[config.mk]
export PLATFORM = sky130hd
export DESIGN_NAME = williams_io_top
export DESIGN_NICKNAME = d
export VERILOG_FILES = /design/src/williams_pkg.sv /design/src/bridge_config.sv /design/src/stick_quantizer.sv /design/src/control_mapper.sv /design/src/video_timing.sv /design/src/scaler_output.sv /design/src/williams_io_top.sv
export SDC_FILE = /design/constraint.sdc
export NUM_CORES = 1
export LEC_CHECK = 0
export BUFFER_PORTS_ARGS = -buffer_cell sky130_fd_sc_hd__buf_2
export CAP_MARGIN = 30
export CORE_AREA = 2 2 103 105
export DETAILED_ROUTE_END_ITERATION = 8
export DIE_AREA = 0 0 105 107
export MAX_ROUTING_LAYER = met4
export PLACE_DENSITY_LB_ADDON = 0.08
export SETUP_SLACK_MARGIN = 0.02
export SLEW_MARGIN = 20
export SYNTH_ARGS = -nofsm -noshare
export SYNTH_HDL_FRONTEND = slang
export SYNTH_HIERARCHICAL = 1
export SYNTH_SLANG_ARGS = --single-unit
[constraint.sdc]
create_clock -name clk_74a -period 4.6 [get_ports clk_74a]
set_input_delay 0.92 -clock clk_74a [delete_from_list [all_inputs] [get_ports clk_74a]]
set_output_delay 0.92 -clock clk_74a [all_outputs]
set_load 0.005 [all_outputs]
[src/williams_pkg.sv]
package williams_pkg;

    ////////////////////////////////////////
    // game selection

    typedef enum logic [2:0] {
        game_robotron   = 3'd0,
        game_joust      = 3'd1,
        game_stargate   = 3'd2,
        game_bubbles    = 3'd3,
        game_splat      = 3'd4,
        game_sinistar   = 3'd5,
        game_playball   = 3'd6,
        game_alienarena = 3'd7
    } game_id_t;

    // bridge register map
    localparam logic [31:0] addr_game_id  = 32'h8000_0000;
    localparam logic [31:0] addr_settings = 32'h9000_0000;

    ////////////////////////////////////////
    // controller

    // digital thresholds for analog sticks
    localparam logic [7:0] stick_low  = 8'd32;
    localparam logic [7:0] stick_high = 8'd224;

    // bit positions in the cont key word
    localparam logic [3:0] key_up     = 4'd0;
    localparam logic [3:0] key_down   = 4'd1;
    localparam logic [3:0] key_left   = 4'd2;
    localparam logic [3:0] key_right  = 4'd3;
    localparam logic [3:0] key_a      = 4'd4;
    localparam logic [3:0] key_b      = 4'd5;
    localparam logic [3:0] key_x      = 4'd6;
    localparam logic [3:0] key_y      = 4'd7;
    localparam logic [3:0] key_l1     = 4'd8;
    localparam logic [3:0] key_r1     = 4'd9;
    localparam logic [3:0] key_select = 4'd14;
    localparam logic [3:0] key_start  = 4'd15;

    // sinistar stick at rest
    localparam logic [3:0] pos_center = 4'd7;

    // soc joystick port, switch bits or sinistar position codes
    typedef union packed {
        logic [7:0] bits;
        struct packed {
            logic [3:0] x;
            logic [3:0] y;
        } pos;
    } joy_port_t;

    ////////////////////////////////////////
    // video

    // hblank points compare against pixel count / 2
    localparam logic [9:0]  hblank_on  = 10'd336;
    localparam logic [9:0]  hblank_off = 10'd40;
    localparam logic [10:0] vblank_on  = 11'd254;
    localparam logic [10:0] vblank_off = 11'd14;

    // dark green border around portrait games
    localparam logic [23:0] border_rgb = 24'h002000;

endpackage

[src/bridge_config.sv]
`timescale 1ns/1ps

module bridge_config (
    input  logic                   clk_74a,
    input  logic                   arst_n,
    input  logic [31:0]            bridge_addr,
    input  logic                   bridge_wr,
    input  logic [31:0]            bridge_wr_data,
    output williams_pkg::game_id_t game_id,
    output logic                   original_controls
);
    import williams_pkg::*;

    logic [31:0] settings;

    // exact address match, plain write strobe
    always_ff @(posedge clk_74a or negedge arst_n) begin
        if (!arst_n) begin
            game_id  <= game_robotron;
            settings <= 32'h0;
        end else if (bridge_wr) begin
            if (bridge_addr == addr_game_id) begin
                game_id <= game_id_t'(bridge_wr_data[2:0]);
            end
            if (bridge_addr == addr_settings) begin
                settings <= bridge_wr_data;
            end
        end
    end

    // only the control scheme bit is defined so far
    assign original_controls = settings[0];

    a_game_id_known: assert property (
        @(posedge clk_74a) disable iff (!arst_n) !$isunknown(game_id)
    );

endmodule

[src/stick_quantizer.sv]
`timescale 1ns/1ps

module stick_quantizer (
    input  logic [15:0] cont1_key,
    input  logic [31:0] cont1_joy,
    output logic        analog_present,
    output logic [7:0]  stick_dir,
    output logic [3:0]  pos_x,
    output logic [3:0]  pos_y
);
    import williams_pkg::*;

    logic [3:0] dig_x;
    logic [3:0] dig_y;
    logic [3:0] ana_x;
    logic [3:0] ana_y;

    // seven bands per axis, mirror flips the code order for y
    function automatic logic [3:0] quantize(input logic [7:0] v, input logic mirror);
        logic [3:0] code;
        if (v < stick_low) begin
            code = mirror ? 4'd8 : 4'd0;
        end else if (v < 8'd64) begin
            code = mirror ? 4'd9 : 4'd4;
        end else if (v < 8'd96) begin
            code = mirror ? 4'd11 : 4'd6;
        end else if (v > stick_high) begin
            code = mirror ? 4'd0 : 4'd8;
        end else if (v > 8'd192) begin
            code = mirror ? 4'd4 : 4'd9;
        end else if (v > 8'd160) begin
            code = mirror ? 4'd6 : 4'd11;
        end else begin
            code = pos_center;
        end
        return code;
    endfunction

    // a stick at exactly zero on both axes means no analog hardware
    assign analog_present = cont1_joy[15:0] != 16'h0;

    // pairs from the top: rx, ry, lx, ly; high above low in each pair
    for (genvar i = 0; i < 4; i++) begin : g_axis
        assign stick_dir[2*i+1] = cont1_joy[8*(i^1) +: 8] > stick_high;
        assign stick_dir[2*i]   = cont1_joy[8*(i^1) +: 8] < stick_low;
    end

    ////////////////////////////////////////
    // sinistar position

    assign dig_x = cont1_key[key_left] ? 4'd0 : cont1_key[key_right] ? 4'd8 : pos_center;
    assign dig_y = cont1_key[key_down] ? 4'd0 : cont1_key[key_up] ? 4'd8 : pos_center;

    assign ana_x = quantize(cont1_joy[7:0], 1'b0);
    assign ana_y = quantize(cont1_joy[15:8], 1'b1);

    // centered stick falls back to the d-pad
    assign pos_x = (analog_present && ana_x != pos_center) ? ana_x : dig_x;
    assign pos_y = (analog_present && ana_y != pos_center) ? ana_y : dig_y;

endmodule

[src/control_mapper.sv]
`timescale 1ns/1ps

module control_mapper (
    input  logic                    clk_74a,
    input  logic                    arst_n,
    input  williams_pkg::game_id_t  game_id,
    input  logic                    original_controls,
    input  logic [15:0]             cont1_key,
    input  logic [15:0]             cont2_key,
    input  logic [31:0]             cont1_joy,
    input  logic                    sg_state,
    output williams_pkg::joy_port_t ja,
    output williams_pkg::joy_port_t jb,
    output logic [2:0]              btn,
    output logic [7:0]              sw,
    output logic                    blitter_sc2,
    output logic                    sinistar,
    output logic                    landscape
);
    import williams_pkg::*;

    logic       analog_present;
    logic [7:0] stick_dir;
    logic [3:0] pos_x;
    logic [3:0] pos_y;

    joy_port_t  ja_act;
    joy_port_t  jb_act;
    logic [2:0] btn_d;
    logic       sc2_d;
    logic       sinistar_d;
    logic       landscape_d;

    logic       coin1;
    logic       coin2;
    logic       start1;
    logic       start2;
    logic       sg_t;
    logic       sg_u;

    // robotron and splat layout
    function automatic logic [7:0] full_pad(input logic [15:0] k);
        return {k[key_a], k[key_y], k[key_b], k[key_x],
                k[key_right], k[key_left], k[key_down], k[key_up]};
    endfunction

    function automatic logic [7:0] joust_pad(input logic [15:0] k);
        return {5'b00000, k[key_a], k[key_right], k[key_left]};
    endfunction

    function automatic logic [7:0] alien_pad(input logic [15:0] k);
        return {2'b00, k[key_b], k[key_a],
                k[key_right], k[key_left], k[key_down], k[key_up]};
    endfunction

    stick_quantizer u_stick (
        .cont1_key      (cont1_key),
        .cont1_joy      (cont1_joy),
        .analog_present (analog_present),
        .stick_dir      (stick_dir),
        .pos_x          (pos_x),
        .pos_y          (pos_y)
    );

    assign coin1  = cont1_key[key_select];
    assign coin2  = cont2_key[key_select];
    assign start1 = cont1_key[key_start];
    assign start2 = cont2_key[key_start];

    // stargate thrust and reverse, or follow the ship's facing
    assign sg_t = original_controls ? cont1_key[key_l1]
                : (sg_state ? cont1_key[key_right] : cont1_key[key_left]);
    assign sg_u = original_controls ? cont1_key[key_r1]
                : (sg_state ? cont1_key[key_left] : cont1_key[key_right]);

    ////////////////////////////////////////
    // per-game mapping, active high here

    always_comb begin
        btn_d       = 3'b000;
        ja_act.bits = 8'h00;
        jb_act.bits = 8'h00;
        sc2_d       = 1'b0;
        sinistar_d  = 1'b0;
        landscape_d = 1'b1;
        case (game_id)
            game_robotron: begin
                btn_d       = {start1, start2, coin1 | coin2};
                ja_act.bits = full_pad(cont1_key) | (analog_present ? stick_dir : 8'h00);
                jb_act      = ja_act;
            end
            game_joust: begin
                btn_d       = {start2, start1, coin1 | coin2};
                ja_act.bits = joust_pad(cont1_key);
                jb_act.bits = joust_pad(cont2_key);
            end
            game_splat: begin
                sc2_d       = 1'b1;
                btn_d       = {start1, start2, coin1 | coin2};
                ja_act.bits = full_pad(cont1_key);
                jb_act.bits = full_pad(cont2_key);
            end
            game_bubbles: begin
                btn_d       = {start2, start1, coin1 | coin2};
                ja_act.bits = {4'b0000, cont1_key[key_right], cont1_key[key_left],
                               cont1_key[key_down], cont1_key[key_up]};
                jb_act      = ja_act;
            end
            game_stargate: begin
                btn_d       = {start2, start1, coin1};
                ja_act.bits = {cont1_key[key_b], cont1_key[key_up], cont1_key[key_down], sg_t,
                               cont1_key[key_y], cont1_key[key_x], sg_u, cont1_key[key_a]};
                jb_act      = ja_act;
            end
            game_alienarena: begin
                btn_d       = {start1, start2, coin1};
                ja_act.bits = alien_pad(cont1_key);
                jb_act.bits = alien_pad(cont2_key);
            end
            game_sinistar: begin
                sinistar_d   = 1'b1;
                landscape_d  = 1'b0;
                btn_d        = {start1, start2, coin1};
                ja_act.pos.x = pos_x;
                ja_act.pos.y = pos_y;
                jb_act       = ja_act;
            end
            game_playball: begin
                landscape_d = 1'b0;
                btn_d       = {2'b00, coin1};
                ja_act.bits = {4'b0000, start2, cont1_key[key_right],
                               cont1_key[key_left], start1};
                jb_act      = ja_act;
            end
        endcase
    end

    // soc switch inputs are active low
    always_ff @(posedge clk_74a or negedge arst_n) begin
        if (!arst_n) begin
            ja.bits     <= 8'hff;
            jb.bits     <= 8'hff;
            btn         <= 3'b000;
            sw          <= 8'h00;
            blitter_sc2 <= 1'b0;
            sinistar    <= 1'b0;
            landscape   <= 1'b1;
        end else begin
            ja.bits     <= ~ja_act.bits;
            jb.bits     <= ~jb_act.bits;
            btn         <= btn_d;
            // advance is coin plus l1, auto-up is r1
            sw          <= {6'b000000, coin1 & cont1_key[key_l1], cont1_key[key_r1]};
            blitter_sc2 <= sc2_d;
            sinistar    <= sinistar_d;
            landscape   <= landscape_d;
        end
    end

endmodule

[src/video_timing.sv]
`timescale 1ns/1ps

module video_timing (
    input  logic clk_74a,
    input  logic arst_n,
    input  logic core_hs,
    input  logic core_vs,
    output logic hblank,
    output logic vblank
);
    import williams_pkg::*;

    logic [10:0] pcnt;
    logic [10:0] lcnt;
    logic        hs_prev;
    logic        vs_at_hs;
    logic        hs_rise;

    assign hs_rise = core_hs && !hs_prev;

    ////////////////////////////////////////
    // counters

    // vs is only looked at on hs edges
    always_ff @(posedge clk_74a or negedge arst_n) begin
        if (!arst_n) begin
            pcnt     <= 11'd0;
            lcnt     <= 11'd0;
            hs_prev  <= 1'b0;
            vs_at_hs <= 1'b0;
        end else begin
            hs_prev <= core_hs;
            if (hs_rise) begin
                pcnt     <= 11'd0;
                vs_at_hs <= core_vs;
                if (core_vs && !vs_at_hs) begin
                    lcnt <= 11'd0;
                end else if (!(&lcnt)) begin
                    lcnt <= lcnt + 11'd1;
                end
            end else if (!(&pcnt)) begin
                pcnt <= pcnt + 11'd1;
            end
        end
    end

    ////////////////////////////////////////
    // blank flags

    always_ff @(posedge clk_74a or negedge arst_n) begin
        if (!arst_n) begin
            hblank <= 1'b0;
            vblank <= 1'b0;
        end else begin
            if (pcnt[10:1] == hblank_on) begin
                hblank <= 1'b1;
            end else if (pcnt[10:1] == hblank_off) begin
                hblank <= 1'b0;
            end
            if (lcnt == vblank_on) begin
                vblank <= 1'b1;
            end else if (lcnt == vblank_off) begin
                vblank <= 1'b0;
            end
        end
    end

    a_flags_known: assert property (
        @(posedge clk_74a) disable iff (!arst_n) !$isunknown({hblank, vblank})
    );

endmodule

[src/scaler_output.sv]
`timescale 1ns/1ps

module scaler_output (
    input  logic        clk_74a,
    input  logic        arst_n,
    input  logic        hblank,
    input  logic        vblank,
    input  logic        landscape,
    input  logic [2:0]  core_r,
    input  logic [2:0]  core_g,
    input  logic [1:0]  core_b,
    input  logic        core_hs,
    input  logic        core_vs,
    input  logic [7:0]  core_audio,
    input  logic [15:0] core_speech,
    output logic [23:0] video_rgb,
    output logic        video_de,
    output logic        video_hs,
    output logic        video_vs,
    output logic [14:0] audio_out
);
    import williams_pkg::*;

    logic        hs_prev;
    logic        vs_prev;
    logic [16:0] audio_sum;

    // fm in the upper byte, speech added at full width
    assign audio_sum = {1'b0, core_audio, 8'h00} + {1'b0, core_speech};

    always_ff @(posedge clk_74a or negedge arst_n) begin
        if (!arst_n) begin
            video_rgb <= 24'h0;
            video_de  <= 1'b0;
            video_hs  <= 1'b0;
            video_vs  <= 1'b0;
            hs_prev   <= 1'b0;
            vs_prev   <= 1'b0;
            audio_out <= 15'h0;
        end else begin
            if (!(hblank || vblank)) begin
                video_de  <= 1'b1;
                // stretch 3-3-2 bits to 8 per channel
                video_rgb <= {core_r, core_r, core_r[2:1],
                              core_g, core_g, core_g[2:1],
                              {4{core_b}}};
            end else begin
                video_de  <= 1'b0;
                video_rgb <= landscape ? 24'h0 : border_rgb;
            end
            // one-cycle pulses on the sync edges
            video_hs  <= core_hs && !hs_prev;
            video_vs  <= core_vs && !vs_prev;
            hs_prev   <= core_hs;
            vs_prev   <= core_vs;
            audio_out <= audio_sum[16:2];
        end
    end

    a_hs_single: assert property (
        @(posedge clk_74a) disable iff (!arst_n) video_hs |=> !video_hs
    );

endmodule

[src/williams_io_top.sv]
`timescale 1ns/1ps

module williams_io_top (
    input  logic                    clk_74a,
    input  logic                    arst_n,
    // bridge
    input  logic [31:0]             bridge_addr,
    input  logic                    bridge_wr,
    input  logic [31:0]             bridge_wr_data,
    // controllers
    input  logic [15:0]             cont1_key,
    input  logic [15:0]             cont2_key,
    input  logic [31:0]             cont1_joy,
    // from the game soc
    input  logic [2:0]              core_r,
    input  logic [2:0]              core_g,
    input  logic [1:0]              core_b,
    input  logic                    core_hs,
    input  logic                    core_vs,
    input  logic [7:0]              core_audio,
    input  logic [15:0]             core_speech,
    input  logic                    sg_state,
    // to the game soc
    output williams_pkg::joy_port_t ja,
    output williams_pkg::joy_port_t jb,
    output logic [2:0]              btn,
    output logic [7:0]              sw,
    output logic                    blitter_sc2,
    output logic                    sinistar,
    output logic                    landscape,
    // to the scaler
    output logic [23:0]             video_rgb,
    output logic                    video_de,
    output logic                    video_hs,
    output logic                    video_vs,
    output logic [14:0]             audio_out
);
    import williams_pkg::*;

    game_id_t game_id;
    logic     original_controls;
    logic     hblank;
    logic     vblank;

    bridge_config u_config (
        .clk_74a           (clk_74a),
        .arst_n            (arst_n),
        .bridge_addr       (bridge_addr),
        .bridge_wr         (bridge_wr),
        .bridge_wr_data    (bridge_wr_data),
        .game_id           (game_id),
        .original_controls (original_controls)
    );

    control_mapper u_mapper (
        .clk_74a           (clk_74a),
        .arst_n            (arst_n),
        .game_id           (game_id),
        .original_controls (original_controls),
        .cont1_key         (cont1_key),
        .cont2_key         (cont2_key),
        .cont1_joy         (cont1_joy),
        .sg_state          (sg_state),
        .ja                (ja),
        .jb                (jb),
        .btn               (btn),
        .sw                (sw),
        .blitter_sc2       (blitter_sc2),
        .sinistar          (sinistar),
        .landscape         (landscape)
    );

    video_timing u_timing (
        .clk_74a (clk_74a),
        .arst_n  (arst_n),
        .core_hs (core_hs),
        .core_vs (core_vs),
        .hblank  (hblank),
        .vblank  (vblank)
    );

    // landscape also picks the border color
    scaler_output u_scaler (
        .clk_74a     (clk_74a),
        .arst_n      (arst_n),
        .hblank      (hblank),
        .vblank      (vblank),
        .landscape   (landscape),
        .core_r      (core_r),
        .core_g      (core_g),
        .core_b      (core_b),
        .core_hs     (core_hs),
        .core_vs     (core_vs),
        .core_audio  (core_audio),
        .core_speech (core_speech),
        .video_rgb   (video_rgb),
        .video_de    (video_de),
        .video_hs    (video_hs),
        .video_vs    (video_vs),
        .audio_out   (audio_out)
    );

endmodule

Word-level counts from Yosys, hierarchy flattened. Cells that the tools add are included.

Register bits after elaboration: 97. Bits of input ports: 166. Word-level logic and storage cells: 124.

$add $sub $neg: 3. Order comparisons: 16. Equality and inequality tests: 17. Muxes and demuxes: 40. Bitwise logic cells: 5. Reductions and logical operators: 22.

Operator list (number): 8-bit case mux with 8 select lines (2); 32-bit == test, second input constant (2); 8-bit > comparator, second input constant (8); 4-bit 2-to-1 mux (15); 11-bit 2-to-1 mux (4); 8-bit by 6-bit less-than comparator with 1-bit output, second input constant (4); 8-bit by 7-bit less-than comparator with 1-bit output, second input constant (4); 24-bit 2-to-1 mux (1); 11-bit by 1-bit adder with 11-bit output, second input constant (2); 11-bit AND reduction (2); 16-bit by 16-bit adder with 17-bit output (1); 8-bit NOT (2); 16-bit nonzero test (1); 3-bit case mux with 5 select lines (1); 14-bit 2-to-1 mux (1); 1-bit 2-to-1 mux (13); 3-bit == test, second input constant (4); 11-bit by 4-bit == test with 1-bit output, second input constant (1); 11-bit by 8-bit == test with 1-bit output, second input constant (1); 10-bit by 6-bit == test with 1-bit output, second input constant (1); 10-bit by 9-bit == test with 1-bit output, second input constant (1); 8-bit 2-to-1 mux (1); 4-bit by 3-bit != test with 1-bit output, second input constant (2); 8-bit OR (1); other kinds (14) (28).

Logic depth before layout (Yosys ltp). Gate-level depths: netlist (run 1).

Depth in word-level cells: 12. Mapped depth: 10. Gate-level depth less buffers: 9.

Hierarchy. Netlist (run 1), hierarchy kept.

By module, submodules not included: control_mapper (instances 1, cells an instance 167, area each 1596.5 um^2, seq. area each 621.8 um^2); video_timing (instances 1, cells an instance 153, area each 1517.7 um^2, seq. area each 650.6 um^2); scaler_output (instances 1, cells an instance 98, area each 1236.2 um^2, seq. area each 725.7 um^2); stick_quantizer (instances 1, cells an instance 78, area each 466.7 um^2, seq. area each 0.0 um^2); bridge_config (instances 1, cells an instance 21, area each 249.0 um^2, seq. area each 100.1 um^2).

Worst setup path before layout (run 1). No wires, ideal clock.

Path kind: input-to-reg. Start point: input port cont1_joy[9]. End point: register u_mapper/ja[1] in the netlist's numbering. Data arrival time: 2.723 ns. Setup slack: 1.789 ns. Cell stages on the path: 10. Path buffers: 1. Cells stage by stage: or4_4 nor2_2 and3b_1 buf_6 a221oi_1 a21oi_1 nand2_1 mux4_2 o41ai_2 o21ai_1.

Word-level cells in the longest chain between the ends: 12. Elaborated cells between the ends (all ways): 20.

RTL lines: from (decl) (line williams_io_top.sv:13) `input logic [31:0] cont1_joy,`; 8-bit > comparator (line stick_quantizer.sv:31) `end else if (v > 8'd160) begin`; 1-bit 2-to-1 mux (line stick_quantizer.sv:31); 2-bit 2-to-1 mux (line stick_quantizer.sv:29) `end else if (v > 8'd192) begin`; 3-bit 2-to-1 mux (line stick_quantizer.sv:27) `end else if (v > stick_high) begin`; 4-bit 2-to-1 mux (line stick_quantizer.sv:25) `end else if (v < 8'd96) begin`; 4-bit 2-to-1 mux (line stick_quantizer.sv:23) `end else if (v < 8'd64) begin`; 4-bit 2-to-1 mux (line stick_quantizer.sv:21) `if (v < stick_low) begin`; 4-bit by 3-bit != test with 1-bit output (line stick_quantizer.sv:59) `assign pos_y = (analog_present && ana_y != pos_center) ? ana_y : dig_y;`; 1-bit logical AND (line stick_quantizer.sv:59); 4-bit 2-to-1 mux * (line stick_quantizer.sv:59); via u_mapper.pos_y[1] (line control_mapper.sv:25) `logic [3:0] pos_y;`; 8-bit case mux with 8 select lines * (line control_mapper.sv:86) `case (game_id)`; 8-bit NOT * (line control_mapper.sv:149) `ja.bits <= ~ja_act.bits;`; to (decl) (line control_mapper.sv:12) `output williams_pkg::joy_port_t ja,`.

The timed path passes the listed nets; every way through them passes the cells marked *. A chain may end at the register's enable or synchronous reset.

Worst setup path in the final report (run 1).
Start point: input port cont1_joy[9]. End point: register u_mapper/jb[1] in the netlist's numbering.

Word-level cells in the longest chain between the ends: 12. Elaborated cells between the ends (all ways): 20.

RTL lines: 8-bit > comparator (line stick_quantizer.sv:31); 1-bit 2-to-1 mux (line stick_quantizer.sv:31); 2-bit 2-to-1 mux (line stick_quantizer.sv:29); 3-bit 2-to-1 mux (line stick_quantizer.sv:27); 4-bit 2-to-1 mux (line stick_quantizer.sv:25); 4-bit 2-to-1 mux (line stick_quantizer.sv:23); 4-bit 2-to-1 mux (line stick_quantizer.sv:21); 4-bit by 3-bit != test with 1-bit output (line stick_quantizer.sv:59); 1-bit logical AND (line stick_quantizer.sv:59); 4-bit 2-to-1 mux * (line stick_quantizer.sv:59); via u_mapper.pos_y[1] (line control_mapper.sv:25); 8-bit case mux with 8 select lines * (line control_mapper.sv:86); 8-bit NOT * (line control_mapper.sv:150) `jb.bits <= ~jb_act.bits;`; to (decl) (line control_mapper.sv:13) `output williams_pkg::joy_port_t jb,`.

Marks and branches as above.

==> results of run 1 <==
-- final cells by class --
type,instances,area (sq um),share of cell area [%]
multi-input cells,378,2630,42.8
flip-flops and latches,83,2100,34.2
repair buffers,194,1000,16.4
well taps,136,170,2.77
clock buffers,11,131,2.14
clock inverters,5,56.3,0.918
inverters,13,48.8,0.796
-- how the worst min path moves through the flow --
stage                     startpoint                end  slack (ns)  cells after the start
floorplan           u_scaler/hs_prev  u_scaler/video_hs        0.38                      1
global placement    u_scaler/vs_prev  u_scaler/video_vs        0.39                      1
detailed placement  u_scaler/vs_prev  u_scaler/video_vs        0.39                      1
CTS                 u_scaler/vs_prev  u_scaler/video_vs        0.40                      1
global route        u_scaler/vs_prev  u_scaler/video_vs        0.41                      1
finish              u_scaler/vs_prev  u_scaler/video_vs        0.40                      1
-- synthesized netlist by cell type, drive strengths merged (4+ instances only) --
master	count
a2111oi	5
nor4	8
a221oi	6
inv	13
a22oi	8
a22o	12
o21ai	23
a21oi	25
ha	11
nand3	13
a31oi	7
nand4	6
xnor2	5
and2	13
clkbuf	9
a211oi	8
nor3	23
and3	10
mux2	7
buf	39
nand2	43
dfstp	17
a21o	12
o41ai	4
dfrtp	66
nand2b	9
nor2b	19
nor2	34
-- critical path, delay by kind of cell --
kind	cells	cell delay, ns
AND/OR/NAND/NOR	4	1.11
AO/OA/AOI/OAI	4	0.53
multiplexers	1	0.47
buffers and inverters	1	0.09
-- sequential cells by signal (all words and copies together) (netlist names), 2 cells and up --
register	flops
u_scaler/audio_out	15
u_mapper/sw	2
u_timing/pcnt	11
u_mapper/jb	8
u_config/game_id	3
u_mapper/ja	8
u_scaler/video_rgb	9
u_timing/lcnt	11
u_mapper/btn	3
-- power by group --
group	internal [W]	leakage, nW	switching [W]	total, W
registers	0.000795	1.01	0.0000534	0.000848
logic	0.000150	1.84	0.000169	0.000318
clock network	0.000251	0.0933	0.000258	0.000509
-- metal layers --
metal	vias to the layer above	GRT usage (%)	part of all wire [%]
met5	-	-	0
met4	0	5.71	1.1
met3	10	3.83	6.1
met2	167	37.2	50
met1	2117	28.9	43
li1	2208	-	-
-- per-stage QoR --
step | total power, W | instance area [sq um] | instances | setup slack, ns
6_report | 0.00168 | 6130 | 820 | 1.75
5_1_grt | 0.00178 | 6130 | 820 | 1.62
4_1_cts | 0.00170 | 6120 | 819 | 1.73
3_5_place_dp | 0.00118 | 5930 | 803 | 1.33
3_3_place_gp | 0.00117 | 5910 | 802 | 1.37
2_1_floorplan | 0.00104 | 5080 | 522 | 1.79
-- cells by family (layout without fill, tap and decap cells) --
logic type / count (synthesis) / after routing / share of synthesized area, %
simple gates: 194 / 194 / 21.7
compound gates: 147 / 147 / 22.6
flops: 83 / 83 / 41.4
buf+inv: 61 / 223 / 7.14
fa+ha+maj: 12 / 12 / 3.11
mux: 11 / 11 / 2.59
xor+xnor: 8 / 8 / 1.38
other cells: 1 / 6 / 0.0740
==> impl_summary.md, run 1 <==
Outcome
The run finished with clean final reports.

Worst setup path
The number of cells on the worst reg-to-reg path is 4. For the worst setup path, the data arrival time is approximately 3.1 ns. In this run the critical register-to-register path is captured at u_mapper/ja[0]. The largest individual stage delay along the critical path comes from the cell or4_4. The endpoint of the worst setup timing path is u_mapper/jb[1]. The startpoint of the worst-slack reg-to-reg timing path is u_config/game_id[0]. The data required time at the worst endpoint is slightly below 5 ns.

The worst setup path is captured at a flip-flop. The launching element of the worst setup path is cont1_joy[9]. STA classifies the critical path startpoint as an input port. The classification of the worst setup path is input port to flip-flop. The setup slack of the worst register-to-register path is between 2 and 2.5 ns.

Walking the worst path, the cells encountered are buf_2, or4_4, nor2_2, and3b_1, a221oi_1, a21oi_1, nand2_1, mux4_2, o41ai_2, o21ai_1. Of all nets on the critical path, the largest fanout is 7. For this run, the slowest stage of the critical path takes 0.53 ns.

GRT
The number of global-route vias before repair is between 4000 and 5000. Entering global routing, the biggest net connects 48 pins. Global routing used roughly 22% of the available tracks across all layers.

The number of antenna violations at the first check in global routing is 0. For this run the aggregate overflow at the end of global routing stands at 0. The first global-routing pass estimated about 20000 um of wire.

Pwr
Summed over all cells, the static leakage comes to around 3 nW. IR analysis of the VDD net gives a maximum drop of around 0.15 mV. The power density over cell area is between 200 and 300 mW/mm^2.

Yosys
During synthesis, Yosys emitted a total of 6 warnings. The part of the Yosys area used for sequential elements is about 41%. The post-synthesis cell type count is 88. Yosys mapped a number of flops with a built-in enable equal to 0. After technology mapping, the gate count stands at between 500 and 600. In this run the cell area of the synthesized design comes to between 0.005 and 0.006 sq mm. The synthesized design devotes to its leading area cell type between 30% and 40% of total area.

The most area-hungry cell type in the Yosys netlist is dfrtp_1. The number of flip-flops and latches in the synthesized netlist is slightly above 80. The top flip-flop cell by instance count after synthesis is dfrtp_1. For this run, asynchronously set or reset flops after synthesis account for 100%. Yosys attributes the largest share of cell area to dfrtp_1 33%, dfstp_2 8.8%, buf_4 3.9%.

The synthesized area per cell is approximately 10 sq um.

Drt
The number of detailed-routing iterations run before antenna repair is 5. In this run, the number of DRC markers left after iteration 0 of detailed routing was about 270. The post-route antenna net violation count is 0.

The average via count per standard cell is 5.49. After detailed routing, the average wire length per cell comes to about 15 um. The vias after detailed routing is 4502. The DRC violation count after routing is 0.

After detailed routing, the total wire length is 12300 um.

Clock tree
The root buffer selected by CTS is clkbuf_8. The maximum level of the CTS H-tree is 3. Clock-pin slew was measured on the worst setup and hold paths at 0.09 ns. The number of buffers inserted during clock tree synthesis is 9. For this design, the CTS-stage hold fixing added 0 buffers. The clock reaches the later pin of the worst-skew pair after about 0.35 ns. The worst-case clock buffer depth is 2. TritonCTS built the clock tree.

Post-CTS repair changed the size of 0 cells. The sink count of the clock tree is 83. The number of buffers added for setup after CTS is 0.

Final layout
Compared with the post-synthesis result, the final layout area differs by 21.1%. The most frequent standard cell in the layout excluding fill and tap cells is buf_2. Counting the fill cells in the layout gives 913. The fraction of the core area covered by cells at the end of the flow is 60.8%. 0 antenna diodes ended up in the layout. The post-route netlist has around two fifths of its cells at a drive strength greater than 1. The net count of the finished layout is about 860. Leaving out fill and tap cells, the most frequent cells in the layout are 189 x buf_2, 66 x dfrtp_1, 41 x nand2_1.

Worst hold path
In this run the worst hold path is classified as flip-flop to flip-flop.

Timing
Across the routed clock network, the largest skew measured is ~0.010 ns. The highest achievable clock rate is approximately 350 MHz. The actual slew at the worst max-slew pin is between 0.8 and 0.9 ns. Setup violations remaining at the end of the flow were counted as 0.

The headroom to the max-slew limit is a little over two fifths. The final number of hold-violating endpoints is 0. The number of pins with negative max-slew slack in the final report is 0. The final critical-path share of the clock period is 62.0%. The setup total negative slack is 0 ns. The minimum clock period is between 2 and 3 ns. The worst hold margin is between 0.3 and 0.4 ns. Setup repair after global routing left no endpoint under its margin.

Run
The tool flagged a number of max-cap violations equal to 0.

Placement
The congestion estimate from routability-driven global placement came to 0.865. The number of buffers added on ports is 190. The HPWL reported at the end of detailed placement is approximately 9600 um.

Floorplan
The die outline area is 0.0112 sq mm. The starting density of the core is 50.2%. The die is approximately 110 um wide. During I/O placement, the number of pins put on the boundary was ~240.

The floorplan die height is roughly 110 um. The floorplan has 37 rows. After floorplanning, the core was sized to cover between 0.01 and 0.015 sq mm.
No activity file was read; power rests on OpenSTA's default activity.
==> inputs of run 2 (changes only) <==
- CORE_AREA: 2 2 103 105 -> 2 2 107 109
- DIE_AREA: 0 0 105 107 -> 0 0 109 111
- clock period: 4.6 -> 3 ns (I/O delays scaled with it)
==> run 2 against run 1 <==
Effect of this change:
- routed wire length increased by 4.7%
- critical path type unchanged
- non-clock buffer count increased by 5
- register-to-register slack got worse by 1.2 ns
- highest routed layer unchanged
==> impl_summary.md, run 2 (synthesis results as in run 1) <==
Drt
The routed length per instance is ~16 um. The initial DRC count is between 200 and 250. The final layout contains routed wiring with a total length of 12900 um. For this run, design rule violations remaining after detail routing come to 0.

The detail route stage leaves a number of antenna-violating nets equal to 0. Across all layers, the routed design uses around 4600 vias. Dividing the detail-routed via count by the number of cells gives about 5.5. Before antenna repair, the detailed router went through 5 iterations.

Placement
Detailed placement finished with a half-perimeter wire length of roughly 9900 um. Counting tap cells, the placed design contains a total of 816 instances. In this run the tool buffered the top-level ports with 190 buffer cells. At the end of routability-driven placement, the weighted congestion stood at between 0.8 and 0.9.

Final layout
The area of the multi-input gates is 0.00263 sq mm. The library cells used most frequently in the layout, excluding fill and tap cells, are 189 x buf_2, 66 x dfrtp_1, 41 x nand2_1. The most frequent standard cell in the layout excluding fill and tap cells is buf_2. Ranked by flip-flop count, first place goes to u_scaler/audio_out. The number of filler instances in the final layout is 990. Across the whole layout, storage elements account for between 0.002 and 0.0025 sq mm. The largest registers in the layout are u_scaler/audio_out x15, u_timing/lcnt x11, u_timing/pcnt x11. Compared with the post-synthesis result, the final layout area differs by 25.1%. The count of placed standard cells in the final layout, fillers left out is approximately 830. The register with the most flip-flops in the layout has 15 of them.

The final layout contains roughly 860 nets. The share of layout cells above drive strength 1 is around two fifths. The number of diodes added for antenna fixing is 0.

Clock tree
The CTS clock-pin slew for the worst setup and hold paths is 0.06 ns. The hold buffer count at CTS is 0. TritonCTS built the clock tree. Once the clock tree was built, the resizer swapped 0 gates to a different size. The worst-case clock buffer depth is 2. The sink count of the clock tree is between 80 and 90. The source-to-sink clock delay at the later pin of the worst-skew pair is roughly 0.34 ns. The clock tree synthesis step divided the H-tree into 3 levels. TritonCTS created 9 clock buffers. The root buffer selected by CTS is clkbuf_16. The number of buffers added for setup after CTS is 0.

GRT
The total global routing overflow is 0. The largest net degree at the start of global routing is 52. The number of antenna violations at the first check in global routing is 0.

The number of global-route vias before repair is roughly 4400. The first global-routing pass estimated 20800 um of wire. For this run, the total global-route usage over all layers was measured as between 20 and 25%.

Worst setup path
At the worst endpoint, the arrival time is ~2.7 ns. In this run the critical register-to-register path is captured at u_mapper/jb[3]. The setup slack of the worst register-to-register path is 1.15 ns. Measured in cells, the most critical reg-to-reg path has a length of 5. The startpoint class of the critical path is an input port. The type of destination of the critical path is a flip-flop. The biggest fanout along the worst timing path is 5. The startpoint of the worst-slack reg-to-reg timing path is u_config/game_id[1]. The setup path with the least slack is of type input port to flip-flop. STA puts the critical path data required time at 3.26 ns.

Timing
The number of pins with negative max-slew slack in the final report is 0. Across all hold checks on the routed design, the worst slack comes to 0.179 ns. At the pin with the least slew margin, the transition time is about 0.61 ns. The number of setup violations in the final report is 0.

The minimum clock period is 2.45 ns. The final critical-path share of the clock period is approximately four fifths. For this run, the top clock speed supported by timing is just over 400 MHz. The worst pin sits at a relative slew slack of a little under 60%. In the final timing run, aggregate negative setup slack is 0 ns. The clock skew after layout is slightly above 0.009 ns.

Setup repair after global routing left no endpoint under its margin. The final number of hold-violating endpoints came to 0.

Floorplan
Pin placement for this block handled 238 I/O pins. The floorplan die height is ~110 um. The starting density of the core is 45.7%.

The core region is roughly 0.011 sq mm. The die outline area is approximately 0.012 sq mm. Measured along the x axis, the die boundary spans 109 um. The number of cell rows is 39.

Pwr
Power comes to around 0.003 W. The leakage power total is a little over 3 nW. The power density over cell area is 480 mW/mm^2. IR analysis of the VDD net gives a maximum drop of 0.322 mV.

Worst hold path
The worst hold-check path type is input port to async pin.

Run
The tool flagged a number of max-cap violations equal to 0.

Outcome
The flow ran to the end, and the final reports show no timing, DRC or antenna violations.
## run 2: cell types whose count changed in the layout (fill, tap and decap cells not counted)
cell	previous run	this run
clkinv_2	2	0
clkinvlp_4	1	0
clkbuf_16	0	9
buf_4	3	8
bufinv_16	1	2
clkbuf_8	9	3
buf_16	0	1
clkbuf_1	2	1
buf_12	1	0
## run 2: worst max-delay path by stage
| stage | startpoint | endpoint |
|---|---|---|
| floorplan | cont1_joy[9] | u_mapper/ja[1] |
| global placement | cont1_joy[9] | u_mapper/jb[1] |
| detailed placement | cont1_joy[9] | u_mapper/jb[6] |
| CTS | cont1_joy[9] | u_mapper/jb[6] |
| global route | cont1_joy[9] | u_mapper/ja[4] |
| finish | cont1_joy[9] | u_mapper/ja[1] |
## run 2: through the flow
step	worst slack (ns)	util (%)	area, sq um
finish	0.550	57.2	6340
global route	0.417	57.2	6340
CTS	0.587	57.2	6340
detailed placement	0.232	54.2	6000
global placement	0.227	53.8	5960
floorplan	0.509	-	5080
## run 2: metal layers
layer  GRT usage, %  routed length [um]  part of all wire [%]  vias up
li1               -                   -                     -     2222
met3           3.47                 851                   6.6       14
met2           36.1                6410                    50      195
met4           7.52                 193                   1.5        0
met5              -                   0                     0        -
met1           28.6                5460                    42     2179
## run 2: worst max-delay path: stages
cell and delay [ns]:
buf_2 0.10, or4_4 0.53, nor2_2 0.14, and3b_1 0.26, a221oi_1 0.10, a21oi_1 0.22, nand2_1 0.09, mux4_2 0.47
o41ai_2 0.08, o21ai_1 0.12
## run 2: power breakdown
part,internal (W),switching [W]
Sequential,0.00122,0.0000866
Clock,0.000799,0.000445
Combinational,0.000231,0.000259
Total,0.00225,0.000790
## run 2: area by class of cell
class,count,share of cell area (%)
clock buffers,13,4.26
repair buffers,199,16.5
well taps,143,2.82
clock inverters,3,1.09
multi-input cells,378,41.4
inverters,13,0.770
flip-flops and latches,83,33.1
